<file path="src/design/core_params.svh">
`ifndef CORE_PARAMS_SVH
`define CORE_PARAMS_SVH

// instruction queue entries, also the sender's credits after reset
`define CORE_QUEUE_DEPTH 8

// result FIFO entries on the output side
`define CORE_RETIRE_DEPTH 8

// credits the consumer grants after reset
`define CORE_RETIRE_CREDITS 4

// register index width
`define CORE_REG_BITS 5

`endif

</file>
<file path="src/design/reg_file.sv">
`include "core_params.svh"

module reg_file (
	input  logic                      clk,
	input  logic                      rst_n,
	input  logic [`CORE_REG_BITS-1:0] raddr1,
	input  logic [`CORE_REG_BITS-1:0] raddr2,
	input  logic [`CORE_REG_BITS-1:0] raddr3,
	input  logic [`CORE_REG_BITS-1:0] raddr4,
	output logic [31:0]               rdata1,
	output logic [31:0]               rdata2,
	output logic [31:0]               rdata3,
	output logic [31:0]               rdata4,
	input  logic                      we_a,
	input  logic [`CORE_REG_BITS-1:0] waddr_a,
	input  logic [31:0]               wdata_a,
	input  logic                      we_b,
	input  logic [`CORE_REG_BITS-1:0] waddr_b,
	input  logic [31:0]               wdata_b
);
	localparam int NREGS = 1 << `CORE_REG_BITS;

	// no storage behind register 0
	logic [31:0] regs [1:NREGS-1];

	assign rdata1 = (raddr1 == '0) ? 32'd0 : regs[raddr1];
	assign rdata2 = (raddr2 == '0) ? 32'd0 : regs[raddr2];
	assign rdata3 = (raddr3 == '0) ? 32'd0 : regs[raddr3];
	assign rdata4 = (raddr4 == '0) ? 32'd0 : regs[raddr4];

	always_ff @(posedge clk or negedge rst_n)
	begin
		if (!rst_n)
		begin
			for (int i = 1; i < NREGS; i++)
				regs[i] <= '0;
		end
		else
		begin
			if (we_a && waddr_a != '0)
				regs[waddr_a] <= wdata_a;
			// port b is younger, so it lands last
			if (we_b && waddr_b != '0)
				regs[waddr_b] <= wdata_b;
		end
	end

endmodule

</file>
<file path="config.mk">
export PLATFORM = sky130hd
export DESIGN_NAME = reg_file
export DESIGN_NICKNAME = d
export VERILOG_FILES = /design/src/design/reg_file.sv
export VERILOG_INCLUDE_DIRS = /design/src /design/src/design
export SDC_FILE = /design/constraint.sdc
export NUM_CORES = 2
export LEC_CHECK = 0
export ABC_CLOCK_PERIOD_IN_PS = 9200
export BUFFER_PORTS_ARGS = -buffer_cell sky130_fd_sc_hd__buf_2
export CAP_MARGIN = 20
export CORE_ASPECT_RATIO = 1.5
export CORE_UTILIZATION = 30
export CTS_CLUSTER_DIAMETER = 200
export DETAILED_ROUTE_END_ITERATION = 10
export GPL_TIMING_DRIVEN = 0
export PLACE_DENSITY = 0.5
export SLEW_MARGIN = 30
export SYNTH_ARGS = -nofsm -noshare
export SYNTH_HDL_FRONTEND = slang
export SYNTH_SLANG_ARGS = --single-unit
</file>
<file path="constraint.sdc">
create_clock -name clk -period 9.2 [get_ports clk]
set_input_delay 2.76 -clock clk [delete_from_list [all_inputs] [get_ports clk]]
set_output_delay 2.76 -clock clk [all_outputs]
set_load 0.05 [all_outputs]
</file>
==> run_results.csv <==
group,metric,value,unit
synth,synth_area,80000,um^2
synth,synth_edf_count,0,
placed_design,dp_slack,-464,ps
synth,synth-simple-area-share,10.3,%
clock_tree,cts-root-buf,"clkbuf_16",
timing,hold_viol,0,
synth,ys_async_sr_fraction,100,%
global_routing,track_usage,41.1,%
floorplanning,initial_core_util,30.3,%
layout,seqCellArea,24800,um^2
clock_tree,cts.clk_slew.worst_paths,70,ps
timing,fin_skew,0,ps
detailed_routing,wl_per_cell,45.9,um
floorplanning,die_x,424,um
worst_setup_path,worst-path-buf-inv,4,
placed_design,io_buffers,211,
synth,yosys.area_share.adder,0,%
detailed_routing,drt_iter0_markers,10500,
synth,synth_seq_cells,992,
synth,synthDistinctLibCells,45,
timing,fin_crit_sh,103,%
worst_setup_path,path_cells,"buf_2 > buf_2 > nand2_2 > clkbuf_1 > o22ai_1 > nor3_1 > a211oi_1 > buf_2",
synth,ys_top_cells_by_area,"dfrtp_1, mux2i_1, mux4_2",
timing,tightest_slew,1220,ps
global_routing,grt_pass1_vias,76100,
worst_setup_path,cpLargestDelayFamily,"buffers and inverters",
layout,drive_above_1_share,19.7,%
worst_setup_path,cp_max_fo,10,
outcome,violations,"DRC, setup timing",
synth,synth_top_family_by_area,"multiplexers",
layout,final_cells,12400,
layout,final_core_util,34.4,%
floorplanning,dieArea,269000,um^2
floorplanning,num_rows,231,
worst_setup_path,crit_path_frequent_cell,"buf_2",
timing,setup-tns-final,-2720,ps
run,max_cap_viol_count,0,
synth,yosysTopAreaCell,"dfrtp_1",
worst_hold_path,holdCritPathClass,"register to register",
clock_tree,numCtsBuffers,118,
layout,layout_commonest_cell,"mux2i_1",
worst_setup_path,startpoint_type,"primary input",
clock_tree,cts_setup_buffers,0,
detailed_routing,drc,81,
synth,syn-instance-count,8399,
detailed_routing,route.vias.total,79400,
layout,area_growth,13.7,%
placed_design,dpl.cell_count,12100,
synth,yosysWarnings,0,
global_routing,globalRoute.totalOverflow,0,
layout,largest_reg_flops,992,
layout,layout_common_cells,"mux2i_1, dfrtp_1, nor2_1",
worst_setup_path,end_kind,"output port",
worst_setup_path,required,6440,ps
clock_tree,cts.sinks,992,
timing,worst_hold_slack,637,ps
floorplanning,coreArea,264000,um^2
placed_design,place.gp.congestion,1.06,
timing,setup_viol,30,
clock_tree,clk_latency,840,ps
timing,max_freq,0.105,GHz
synth,muxShareOfSynthArea,39.2,%
timing,worst_slack,-311,ps
power,p_leak,40.2,nW
floorplanning,io_pins,226,
synth,synth_compound_area_share,13.7,%
synth,yosys.area_share.xor_xnor,0,%
layout,reg_top3,"regs x992",
floorplanning,die_h,635,um
detailed_routing,drtPass1Iterations,11,
synth,avgSynthCellArea,9.53,um^2
global_routing,grt_pass1_wl,735000,um
synth,synth.top_cell.area_share,31.0,%
detailed_routing,ant_nets,0,
worst_setup_path,criticalPathCategory,"primary input to output port",
layout,top_register,"regs",
worst_setup_path,cpMaxStageDelayCell,"a211oi_1",
detailed_routing,routed_wirelength,569000,um
power,power_density,224,nW/um^2
synth,yosysSeqAreaShare,31.0,%
power,vdd_drop_max,189,uV
layout,n_fill_cell,27300,
clock_tree,cts_tree,"yes",
clock_tree,htreeDepth,3,
worst_setup_path,crit_path_max_incr_delay,1010,ps
timing,period_needed,9510,ps
detailed_routing,via_per_inst,6.40,
worst_setup_path,arrival,6750,ps
placed_design,hpwl,446000,um
synth,ys.flop_type,"dfrtp_1",
global_routing,grt_max_degree,116,
global_routing,grt_antenna_before_repair,39,
timing,grt_setup_unrepaired,"no",
clock_tree,cts_max_path_buffers,3,
timing,relSlewSlack,17.8,%
outcome,status,"finished, violations left",
synth,syn_nets,8497,
layout,multi_input_area,51200,um^2
layout,layout.nets,8852,
timing,slew_violations,0,
==> path summary, 6_finish.rpt <==
path | from | to | slack [ps] | cells after the start
min | regs[672] | regs[672] | 640 | 2
max in group asynchronous | rst_n | regs[61] | 4090 | 6
max | raddr3[2] | rdata3[15] | -310 | 8
max reg2reg | regs[305] | regs[305] | 8130 | 2
min in group asynchronous | rst_n | regs[584] | 1890 | 1
min reg2reg | regs[672] | regs[672] | 640 | 2
==> area by class of cell <==
class / count / share of cell area, %
Clock buffer: 149 / 3.59
Clock inverter: 74 / 1.02
Buffer: 958 / 5.27
Antenna cell: 38 / 0.105
Tap cell: 3495 / 4.81
Multi-Input combinational cell: 6449 / 56.2
Timing Repair Buffer: 235 / 1.70
Sequential cell: 992 / 27.3
==> layer usage <==
layer	global-route usage, %	wire length, um	up-vias
met1	44.2	197000	40700
met5	0.435	230	-
met2	63.6	251000	5087
li1	-	-	32000
met4	47.1	79500	12
met3	8.19	41700	1642
==> synthesized netlist by cell type, types with 4 or more instances <==
cell         n
buf_8        7
nor3b_1      6
o22ai_1    384
nor2b_1      5
nor2_2      19
nand2_2      4
buf_2      312
nor4_1     128
and3b_1     11
dfrtp_1    992
mux2_2     256
nand3_1    131
buf_4       73
or2_2        8
a21oi_1    512
a221o_1    128
a22oi_1    132
a211oi_1    56
nor3_4       4
buf_1       19
nor2_4       5
buf_6       39
mux4_2     256
nor2_1     771
nand2_1    642
o21ai_0    428
nand2b_1    17
nor3_1     129
clkbuf_1   506
mux2i_1   2268
a211oi_2    72
o21ai_1     52
nand3b_1     4
==> kinds of logic after synthesis <==
| kind of cell | after synthesis |
|---|---|
| buffers and inverters | 958 |
| flip-flops | 992 |
| multiplexers | 2780 |
| AND/OR/NAND/NOR | 1905 |
| AO/OA/AOI/OAI | 1764 |
==> worst min-delay path: stages, from the launching register on <==
cell and delay (ps):
dfrtp_1 400, mux2i_1 90, o21ai_1 110
==> metrics by stage <==
step / power [mW] / cell area, um^2
floorplan: 11.2 / 80000
finish: 20.4 / 91000
global route: 20.8 / 90900
CTS: 20.0 / 90800
global placement: 14.4 / 85500
detailed placement: 14.7 / 86600
==> repair_timing <==
action                                  4_1_cts  5_1_grt
resized for setup                             7        0
endpoints found under the setup margin       39        0
hold buffers                                  0        0
hold endpoints to repair                      0        0
==> power breakdown <==
part | leakage [nW] | internal (mW) | switching [mW]
sequential | 12.1 | 5.52 | 1.98
combinational | 26.1 | 2.85 | 4.62
clock | 2.05 | 3.01 | 2.39
total | 40.2 | 11.4 | 8.99
Power figures use the tool's default switching activity.
