`config.mk`:
```
export PLATFORM = sky130hd
export DESIGN_NAME = retire_port
export DESIGN_NICKNAME = d
export VERILOG_FILES = /design/src/design/retire_port.sv
export VERILOG_INCLUDE_DIRS = /design/src /design/src/design
export SDC_FILE = /design/constraint.sdc
export NUM_CORES = 1
export LEC_CHECK = 0
export BUFFER_PORTS_ARGS = -buffer_cell sky130_fd_sc_hd__buf_4
export CORE_UTILIZATION = 60
export DETAILED_ROUTE_END_ITERATION = 7
export GPL_ROUTABILITY_DRIVEN = 0
export PLACE_DENSITY = 0.82
export SLEW_MARGIN = 20
export SYNTH_ARGS = -nofsm -noshare
export SYNTH_HDL_FRONTEND = slang
export SYNTH_SLANG_ARGS = --single-unit
```
`constraint.sdc`:
```
create_clock -name clk -period 9.95 [get_ports clk]
set_clock_uncertainty 0.05 [all_clocks]
set_input_delay 0.995 -clock clk [delete_from_list [all_inputs] [get_ports clk]]
set_output_delay 0.995 -clock clk [all_outputs]
set_load 0.02 [all_outputs]
```
`src/design/core_params.svh`:
```
`ifndef CORE_PARAMS_SVH
`define CORE_PARAMS_SVH

// instruction queue entries, also the sender's credits after reset
`define CORE_QUEUE_DEPTH 8

// result FIFO entries on the output side
`define CORE_RETIRE_DEPTH 8

// credits the consumer grants after reset
`define CORE_RETIRE_CREDITS 4

// register index width
`define CORE_REG_BITS 5

`endif

```
`src/design/retire_port.sv`:
```
`include "core_params.svh"

module retire_port (
	input  logic                      clk,
	input  logic                      rst_n,
	input  logic                      push_a,
	input  logic [`CORE_REG_BITS-1:0] reg_a,
	input  logic [31:0]               data_a,
	input  logic                      push_b,
	input  logic [`CORE_REG_BITS-1:0] reg_b,
	input  logic [31:0]               data_b,
	output logic [3:0]                room,
	input  logic                      retire_credit,
	output logic                      retire_valid,
	output logic [`CORE_REG_BITS-1:0] retire_reg,
	output logic [31:0]               retire_data
);
	localparam int DEPTH = `CORE_RETIRE_DEPTH;
	localparam int PTR = $clog2(DEPTH);
	localparam int CNT = PTR + 1;
	localparam int CRD = $clog2(`CORE_RETIRE_CREDITS + 1);

	logic [`CORE_REG_BITS-1:0] reg_mem [DEPTH];
	logic [31:0]               data_mem [DEPTH];
	logic [PTR-1:0]            wr_ptr;
	logic [PTR-1:0]            wr_ptr_b;
	logic [PTR-1:0]            rd_ptr;
	logic [CNT-1:0]            count;
	logic [CRD-1:0]            credits;
	logic [1:0]                n_push;

	assign n_push = {1'b0, push_a} + {1'b0, push_b};
	// slot b lands right behind slot a
	assign wr_ptr_b = wr_ptr + PTR'(push_a);

	assign room = CNT'(DEPTH) - count;

	// one entry per cycle, one credit each
	assign retire_valid = (count != '0) && (credits != '0);
	assign retire_reg = reg_mem[rd_ptr];
	assign retire_data = data_mem[rd_ptr];

	always_ff @(posedge clk or negedge rst_n)
	begin
		if (!rst_n)
		begin
			wr_ptr <= '0;
			rd_ptr <= '0;
			count <= '0;
			credits <= CRD'(`CORE_RETIRE_CREDITS);
		end
		else
		begin
			wr_ptr <= wr_ptr + PTR'(n_push);
			if (retire_valid)
				rd_ptr <= rd_ptr + 1'b1;
			count <= count + CNT'(n_push) - CNT'(retire_valid);
			credits <= credits + CRD'(retire_credit) - CRD'(retire_valid);
		end
	end

	always_ff @(posedge clk)
	begin
		if (push_a)
		begin
			reg_mem[wr_ptr] <= reg_a;
			data_mem[wr_ptr] <= data_a;
		end
		if (push_b)
		begin
			reg_mem[wr_ptr_b] <= reg_b;
			data_mem[wr_ptr_b] <= data_b;
		end
	end

endmodule

```
==> out/qor.yml <==
status: "complete, no violations"
p_sw_share_pct: 33.8
yosysSeqAreaShare_pct: 59.2
fp-row-count: 58
dieArea_um2: 26600
crit_fanout: 49
avgSynthCellArea_um2: 18.5
post-dp-hpwl_um: 19200
grt_pass1_wl_um: 51900
finalCriticalPeriod_ps: 4400
slew_viol_final: 0
dieHeight_um: 163
peakVddDrop_mv: 0.177
ys_types: 33
syn2layout_area_growth_pct: 14.9
dr.pass1.iters: 7
cts_max_path_buffers: 3
cap_violations: 0
synth_xor_area_share_pct: 0.715
netlist_instances: 844
reg2reg_slack_ps: 6440
fillers: 1632
p_int_mw: 3.78
arrival_ps: 3350
core_area_um2: 25300
multi_input_comb_area_um2: 6110
postCtsResizedCells: 0
ys_seq_elements: 309
end_kind: "primary output"
yosys_warnings: 0
setup-violations-final: 0
clock_power_share_pct: 21.3
relSlewSlack_pct: 31.9
p_comb_share_pct: 40.8
path_clk_slew_ps: 60
hold_viol_final: 0
cts-buffers-inserted: 34
synth_area_um2: 15600
power_density_nw_per_um2: 319
fmax_mhz: 227
rsz0062_at_grt: "false"
tightest_slew_ps: 1020
clkLatencyLatePin_ps: 510
post-cts-setup-buffer-count: 0
timing.final.crit_share_pct: 44.2
synth_top_family_by_area: "multiplexers"
chipWidth_um: 163
pin_count: 121
hp-class: "in -> async"
drive_gt1_share_pct: 61.9
wire_per_inst_um: 25.3
portBuffers: 120
htree_num_levels: 2
p_total_mw: 5.72
cp-start-kind: "flop"
ant_nets: 0
synth_mux_area_share_pct: 34.8
path_class: "reg -> out"
yosys.area_share.simple_pct: 0.747
drtIter0Drc: 627
tns_ps: 0
switchingPower_mw: 1.93
grt_overflow: 0
drc: 0
start_util_pct: 61.5
synthAdderAreaFrac_pct: 1.51
grt_max_degree: 50
cts-hold-fix-buffers: 0
cts_sinks: 309
cts_tree: "yes"
routed_wl_um: 33400
postLayoutCoreUtil_pct: 70.7
grt_antenna_before_repair: 0
p_leak_nw: 6.12
syn_nets: 940
root_buffer: "clkbuf_16"
n_antenna_cell: 0
synth_compound_area_share_pct: 0.434
num_vias: 8344
grt_use_total_pct: 26.1
grt_pass1_vias: 9015
fin_nets: 1063
vias_per_cell: 6.32
cp.required_ps: 8910
regArea_um2: 9230
power.share.sequential_pct: 37.9
registers in the layout, summed over array words and instances (netlist names):
name,count
count,4
credits,3
data_mem,256
rd_ptr,3
reg_mem,40
wr_ptr,3
cells in the mapped netlist:
| cell | number | area (um2) |
|---|---|---|
| xnor2_1 | 6 | 52.6 |
| a21o_1 | 1 | 7.51 |
| buf_4 | 11 | 82.6 |
| o21bai_1 | 2 | 15.0 |
| o32ai_1 | 1 | 8.76 |
| nor2_2 | 4 | 25.0 |
| a21oi_1 | 1 | 5.00 |
| mux2_1 | 1 | 11.3 |
| nand2_1 | 7 | 26.3 |
| nand3b_1 | 1 | 7.51 |
| or3_1 | 1 | 6.26 |
| buf_6 | 12 | 135 |
| dfrtp_1 | 12 | 300 |
| o31ai_1 | 1 | 7.51 |
| dfstp_2 | 1 | 26.3 |
| nor3_1 | 3 | 15.0 |
| fa_1 | 3 | 60.1 |
| o22ai_1 | 3 | 18.8 |
| clkbuf_1 | 10 | 37.5 |
| buf_1 | 2 | 7.51 |
| mux4_2 | 74 | 1670 |
| buf_2 | 15 | 75.1 |
| xor2_2 | 1 | 16.3 |
| inv_1 | 17 | 63.8 |
| mux2_2 | 333 | 3750 |
| edfxtp_1 | 296 | 8890 |
| xor2_1 | 3 | 26.3 |
| nor3b_1 | 1 | 7.51 |
| ha_1 | 14 | 175 |
| o21ai_0 | 1 | 5.00 |
| nand3_1 | 2 | 10.0 |
| nand2b_1 | 3 | 18.8 |
| xnor2_2 | 1 | 16.3 |
critical path, cell delays in order (launching register included):
cell     delay, ps
dfrtp_4        810
buf_4          880
mux4_2         600
mux2_2         320
buf_4          170
layout by cell type, fill, tap and decap left out, drive strengths merged:
master and count:
mux2 334, edfxtp 296, buf 137, mux4 74, clkbuf 35, inv 19
clkinv 19, ha 14, dfrtp 12, xnor2 7, nand2 7, nor2 4
xor2 4, nand2b 3, o22ai 3, fa 3, bufinv 3, nor3 3
nand3 2, o21bai 2, nand3b 1, nor3b 1, a21o 1, a21oi 1
o31ai 1, o32ai 1, o21ai 1, or3 1, dfstp 1
layer usage:
layer,vias to the layer above,share of wire [%],track usage [%]
met5,-,0,0
li1,3675,-,-
met3,58,5.8,4.22
met1,4364,40,33.9
met4,0,2.4,7.18
met2,247,51,45.4
stage by stage:
step | area [um2] | worst slack (ps) | std cells | hold WS (ps)
4_1_cts | 17900 | 5460 | 1320 | 263
3_3_place_gp | 16800 | 5650 | 1261 | 425
2_1_floorplan | 15600 | 5470 | 844 | 418
6_report | 17900 | 5550 | 1320 | 269
3_5_place_dp | 16800 | 5510 | 1261 | 449
5_1_grt | 17900 | 5310 | 1320 | 272
power groups by stage:
stage	sequential [mW]	combinational, mW	clock [mW]
after floorplan	2.07	1.69	0
after global placement	2.18	2.30	0
after detailed placement	2.20	2.34	0
after CTS	2.17	2.36	1.23
after global routing	2.21	2.47	1.28
final	2.17	2.33	1.22
kinds of logic after synthesis:
family                   after synthesis
multiplexers                         408
flip-flops                           309
buffers and inverters                 67
AND/OR/NAND/NOR                       22
adder cells (fa/ha/maj)               17
XOR/XNOR                              11
AO/OA/AOI/OAI                         10
cell type report:
class	count	share of cell area (%)
clock inverters	24	1.16
flip-flops and latches	309	51.5
well taps	330	2.31
inverters	17	0.356
repair buffers	137	5.75
multi-input cells	468	34.1
clock buffers	35	4.77
final timing paths:
| kind | start | end | cells past startpoint |
|---|---|---|---|
| worst max-delay path | rd_ptr[0] | retire_data[23] | 4 |
| worst min-delay path | rst_n | credits[0] | 1 |
| worst max register to register | wr_ptr[0] | data_mem[0][20] | 6 |
| worst min register to register | credits[2] | credits[2] | 1 |
| max in group asynchronous | rst_n | credits[2] | 1 |
| min in group clk | credits[2] | credits[2] | 1 |
No activity file was read; power rests on OpenSTA's default activity.
