### src/design/core_params.svh
`ifndef CORE_PARAMS_SVH
`define CORE_PARAMS_SVH

// instruction queue entries, also the sender's credits after reset
`define CORE_QUEUE_DEPTH 8

// result FIFO entries on the output side
`define CORE_RETIRE_DEPTH 8

// credits the consumer grants after reset
`define CORE_RETIRE_CREDITS 4

// register index width
`define CORE_REG_BITS 5

`endif

### src/design/isa_pkg.sv
package isa_pkg;

	// one instruction word, viewed as R-type or I-type
	typedef union packed {
		struct packed {
			logic [5:0] op;
			logic [4:0] rs;
			logic [4:0] rt;
			logic [4:0] rd;
			logic [4:0] shamt;
			logic [5:0] funct;
		} r;
		struct packed {
			logic [5:0]  op;
			logic [4:0]  rs;
			logic [4:0]  rt;
			logic [15:0] imm;
		} i;
	} inst_word_t;

	// primary opcodes
	localparam logic [5:0] OP_SPECIAL = 6'h00;
	localparam logic [5:0] OP_ADDIU   = 6'h09;
	localparam logic [5:0] OP_ANDI    = 6'h0c;
	localparam logic [5:0] OP_ORI     = 6'h0d;
	localparam logic [5:0] OP_XORI    = 6'h0e;
	localparam logic [5:0] OP_LUI     = 6'h0f;

	// funct codes under OP_SPECIAL
	localparam logic [5:0] FN_ADDU = 6'h21;
	localparam logic [5:0] FN_SUBU = 6'h23;
	localparam logic [5:0] FN_AND  = 6'h24;
	localparam logic [5:0] FN_OR   = 6'h25;
	localparam logic [5:0] FN_XOR  = 6'h26;
	localparam logic [5:0] FN_SLT  = 6'h2a;

endpackage

### src/design/inst_queue.sv
`include "core_params.svh"

module inst_queue (
	input  logic                clk,
	input  logic                rst_n,
	input  logic                inst_valid,
	input  logic [31:0]         inst_word,
	input  logic                pop_one,
	input  logic                pop_two,
	output logic                head_valid_a,
	output isa_pkg::inst_word_t head_word_a,
	output logic                head_valid_b,
	output isa_pkg::inst_word_t head_word_b,
	output logic                inst_credit
);
	import isa_pkg::*;

	localparam int DEPTH = `CORE_QUEUE_DEPTH;
	localparam int PTR = $clog2(DEPTH);
	localparam int CNT = PTR + 1;

	inst_word_t     mem [DEPTH];
	logic [PTR-1:0] wr_ptr;
	logic [PTR-1:0] rd_ptr;
	logic [CNT-1:0] count;
	logic [CNT-1:0] credit_pend;
	logic [1:0]     n_pop;

	assign n_pop = pop_two ? 2'd2 : {1'b0, pop_one};

	// two oldest entries
	assign head_valid_a = count != '0;
	assign head_valid_b = count[CNT-1:1] != '0;
	assign head_word_a = mem[rd_ptr];
	assign head_word_b = mem[rd_ptr + 1'b1];

	// first credit of a pop goes out at once, the rest wait in credit_pend
	assign inst_credit = (n_pop != 2'd0) || (credit_pend != '0);

	always_ff @(posedge clk or negedge rst_n)
	begin
		if (!rst_n)
		begin
			wr_ptr <= '0;
			rd_ptr <= '0;
			count <= '0;
			credit_pend <= '0;
		end
		else
		begin
			if (inst_valid)
				wr_ptr <= wr_ptr + 1'b1;
			rd_ptr <= rd_ptr + PTR'(n_pop);
			count <= count + CNT'(inst_valid) - CNT'(n_pop);
			credit_pend <= credit_pend + CNT'(n_pop) - CNT'(inst_credit);
		end
	end

	always_ff @(posedge clk)
	begin
		if (inst_valid)
			mem[wr_ptr] <= inst_word;
	end

endmodule

### config.mk
export PLATFORM = sky130hd
export DESIGN_NAME = inst_queue
export DESIGN_NICKNAME = d
export VERILOG_FILES = /design/src/design/isa_pkg.sv /design/src/design/inst_queue.sv
export VERILOG_INCLUDE_DIRS = /design/src /design/src/design
export SDC_FILE = /design/constraint.sdc
export NUM_CORES = 1
export LEC_CHECK = 0
export ABC_AREA = 1
export BUFFER_PORTS_ARGS = -buffer_cell sky130_fd_sc_hd__buf_4
export CAP_MARGIN = 20
export CORE_MARGIN = 1
export CORE_UTILIZATION = 57
export CTS_BUF_LIST = sky130_fd_sc_hd__clkbuf_8
export DETAILED_ROUTE_END_ITERATION = 8
export PLACE_DENSITY = 0.81
export SLEW_MARGIN = 10
export SYNTH_ARGS = -nofsm -noshare
export SYNTH_HDL_FRONTEND = slang
export SYNTH_SLANG_ARGS = --single-unit
### constraint.sdc
create_clock -name clk -period 2.47 [get_ports clk]
set_input_delay 0.1235 -clock clk [delete_from_list [all_inputs] [get_ports clk]]
set_output_delay 0.1235 -clock clk [all_outputs]
set_load 0.005 [all_outputs]
==> flow_summary_export.csv <==
group,metric,value,unit
die,fp.coreArea,25180,um^2
critical_path,critPathLaunch,"rd_ptr[0]$_DFF_PN0_",
yosys,ys_ff_latch,270,
grt,antenna_found_initial,0,
critical_path,critPathLaunchType,"flip-flop",
grt,grt_max_degree,113,
yosys,ys_types,23,
yosys,ys_seq_area_share,54.99,%
yosys,async_flop_share,5.185,%
yosys,synth.most_common_cell,"nand2_1",
yosys,synth.area.top_cells,"edfxtp_1, nand2_1, nand3_1",
clock_tree,clk_path_buf_depth,3,
yosys,yosys_warnings,0,
critical_path,path_class,"reg2out",
power,power-per-cell-area,1344,nW/um^2
die,die_area,26290,um^2
routing,dr.pass1.iters,8,
cells_and_area,diodes,0,
placed_design,placed_cell_area,15620,um^2
critical_path,crit_end,"head_word_b[13]",
critical_path,slowest_delay,570,ps
die,num_rows,58,
routing,vias_per_cell,5.342,
die,dieHeight,162.1,um
cells_and_area,final_cells,2283,
routing,antenna_left,0,
routing,wirelength,36780,um
timing,clock_skew,13.34,ps
routing,post_drt_wl_per_cell,16.11,um
grt,grt-ovfl-total,0,
die,initial_core_util,58.05,%
critical_path,rr_endpoint,"credit_pend[2]$_DFF_PN0_",
timing,period_minus_slack,2415,ps
grt,grt_pass1_wl,57530,um
critical_path,slowest_stage,"dfrtp_4",
yosys,synthFlopType,"edfxtp_1",
clock_tree,clock-root-buffer,"clkbuf_8",
cells_and_area,fin_util,67.38,%
clock_tree,clkTransAtPathRegs,60,ps
placed_design,port_buffers,103,
routing,vias,12196,
timing,clock.fmax,414.1,MHz
grt,busiest_layer,"met2",
cells_and_area,syn_to_final_growth,16.07,%
power,p_leak,0.008348,uW
clock_tree,clk_latency,550,ps
routing,drt_iter0_drc,1392,
timing,relSlewSlack,49.87,%
cells_and_area,fillers,1931,
critical_path,cp.depth,8,
grt,grt_usage,28.19,%
timing,setup_tns,0,ps
yosys,avgSynthCellArea,8.153,um^2
routing,drc,0,
outcome,status,"finished clean",
yosys,synth_top_area_share,52.59,%
critical_path,worst-r2r-setup-slack,510,ps
critical_path,r2r_start,"credit_pend[2]$_DFF_PN0_",
hold_path,hold_class,"in2reg",
cells_and_area,design_area,16970,um^2
critical_path,crit_top_cell,"nand2_1",
clock_tree,cts_setup_buffers,0,
yosys,syn_area,14620,um^2
yosys,synth_top_cell_by_area,"edfxtp_1",
critical_path,path_buf_inv,3,
timing,finalMaxSlewViolations,0,
placed_design,dpl.cell_count,2162,
power,irDropWorstVdd,0.001146,V
timing,hold_ws,352.7,ps
yosys,synth_edf_count,256,
grt,grtUsageMet2,46.82,%
timing,setup_viol,0,
critical_path,cp_max_fo,25,
timing,hold_viol_final,0,
grt,grt_pass1_vias,11686,
critical_path,critPathTopFamily,"flip-flops",
cells_and_area,nets,1973,
yosys,syn_nets,1848,
critical_path,cp.required,2350,ps
critical_path,cp.arrival,2290,ps
critical_path,crit_chain,"ha_4 -> inv_2 -> buf_12 -> nand3_1 -> nand2_1 -> nand2_1 -> nand2_1 -> buf_4",
yosys,syn-instance-count,1793,
critical_path,crit_path_end_kind,"output port",
clock_tree,cts_tree,"yes",
die,die_w,162.1,um
run,drv_cap,0,
critical_path,worstRegToRegCells,9,
placed_design,routabilityCongestion,0.8077,
grt,use_met1,36.04,%
grt,met3_usage,4.162,%
yosys,yosys-top-cells-count,"nand2_1, inv_1, nand3_1, edfxtp_1, buf_2",
clock_tree,cts_sinks,270,
timing,fin_crit_sh,97.77,%
placed_design,hpwl,20770,um
timing,rsz0062_at_grt,"yes",
cells_and_area,final_layout_size_suffix_gt1_share,10.96,%
clock_tree,cts_buffers,45,
clock_tree,ctsHtreeMaxLevel,2,
die,ios,104,
timing,worstMarginPinSlew,752.0,ps
[cell usage in the layout, fill, tap and decap left out, drive strengths merged, types with 3 or more instances in the layout]
cell type    synthesis  routed
edfxtp             256     256
inv                284     293
nor2                 8       8
dfrtp               14      14
nand3              261     261
ha                  15      15
buf                 85     135
clkinv               0      21
clkbuf              11      50
nand2              844     844
dlygate4sd3          0      37
fa                   3       3
xor2                 5       5
[area by class of cell]
cell class                      instances  area (um^2)  share of cell area [%]
Clock inverter                         33        190.2                   1.121
Tap cell                              330        412.9                   2.434
Clock buffer                           49        674.4                   3.975
Timing Repair Buffer                  174         1634                   9.631
Multi-Input combinational cell       1143         4931                   29.06
Inverter                              284         1081                   6.372
Sequential cell                       270         8043                   47.40
[how the worst min path moves through the flow]
stage / startpoint / to / slack, ps / depth (start not counted)
after CTS: inst_word[2] / mem[3][2]$_DFFE_PP_ / 320 / 2
after floorplan: rst_n / count[0]$_DFF_PN0_ / -170 / 0
after detailed placement: rst_n / count[0]$_DFF_PN0_ / -10 / 1
after global placement: rst_n / credit_pend[0]$_DFF_PN0_ / -10 / 1
after global routing: inst_word[0] / mem[4][0]$_DFFE_PP_ / 340 / 2
final: inst_word[2] / mem[3][2]$_DFFE_PP_ / 350 / 2
[stage by stage]
stage          setup WS [ps]  total power (uW)
6_report               54.98             22800
5_1_grt               -19.79             24390
4_1_cts                41.45             22560
3_5_place_dp           484.0             18470
3_3_place_gp           521.6             18140
2_1_floorplan         -40.27             13980
[state kept, by name, summed over array words and instances, names as in the netlist]
| register | flops |
|---|---|
| rd_ptr | 3 |
| count | 4 |
| mem | 256 |
| credit_pend | 4 |
| wr_ptr | 3 |
[logic make-up after synthesis]
kind of cell / Yosys count / share of synthesized area, %
flip-flops: 270 / 54.99
AND/OR/NAND/NOR: 1115 / 30.89
AO/OA/AOI/OAI: 3 / 0.1027
XOR/XNOR: 7 / 0.5478
buffers and inverters: 380 / 11.78
adder cells (fa/ha/maj): 18 / 1.695
[worst reg2reg max path, cell delays in order, from the launching register on]
cell and delay (ps):
dfrtp_1 350, inv_1 80, ha_1 160, nand3_1 110, ha_1 310, inv_1 60, ha_1 150, inv_1 60
fa_1 430, xnor2_1 140
[where the power goes]
group,internal (uW),switching [uW]
Sequential,5600,196
Combinational,5040,8170
Clock,2040,1760
Total,12700,10100
[routing by layer]
| metal | vias up | part of all wire, % |
|---|---|---|
| li1 | 5840 | - |
| met1 | 5569 | 39 |
| met2 | 672 | 48 |
| met3 | 115 | 9.9 |
| met4 | 0 | 3.7 |
| met5 | - | 0 |
[timing repair]
action	in CTS	in global routing
gates cloned	1	1
endpoints found under the hold margin	277	0
hold buffers	37	0
endpoints found under the setup margin	40	45
gates resized for setup	8	3
pin swaps	0	0
No activity file was read; power rests on OpenSTA's default activity.
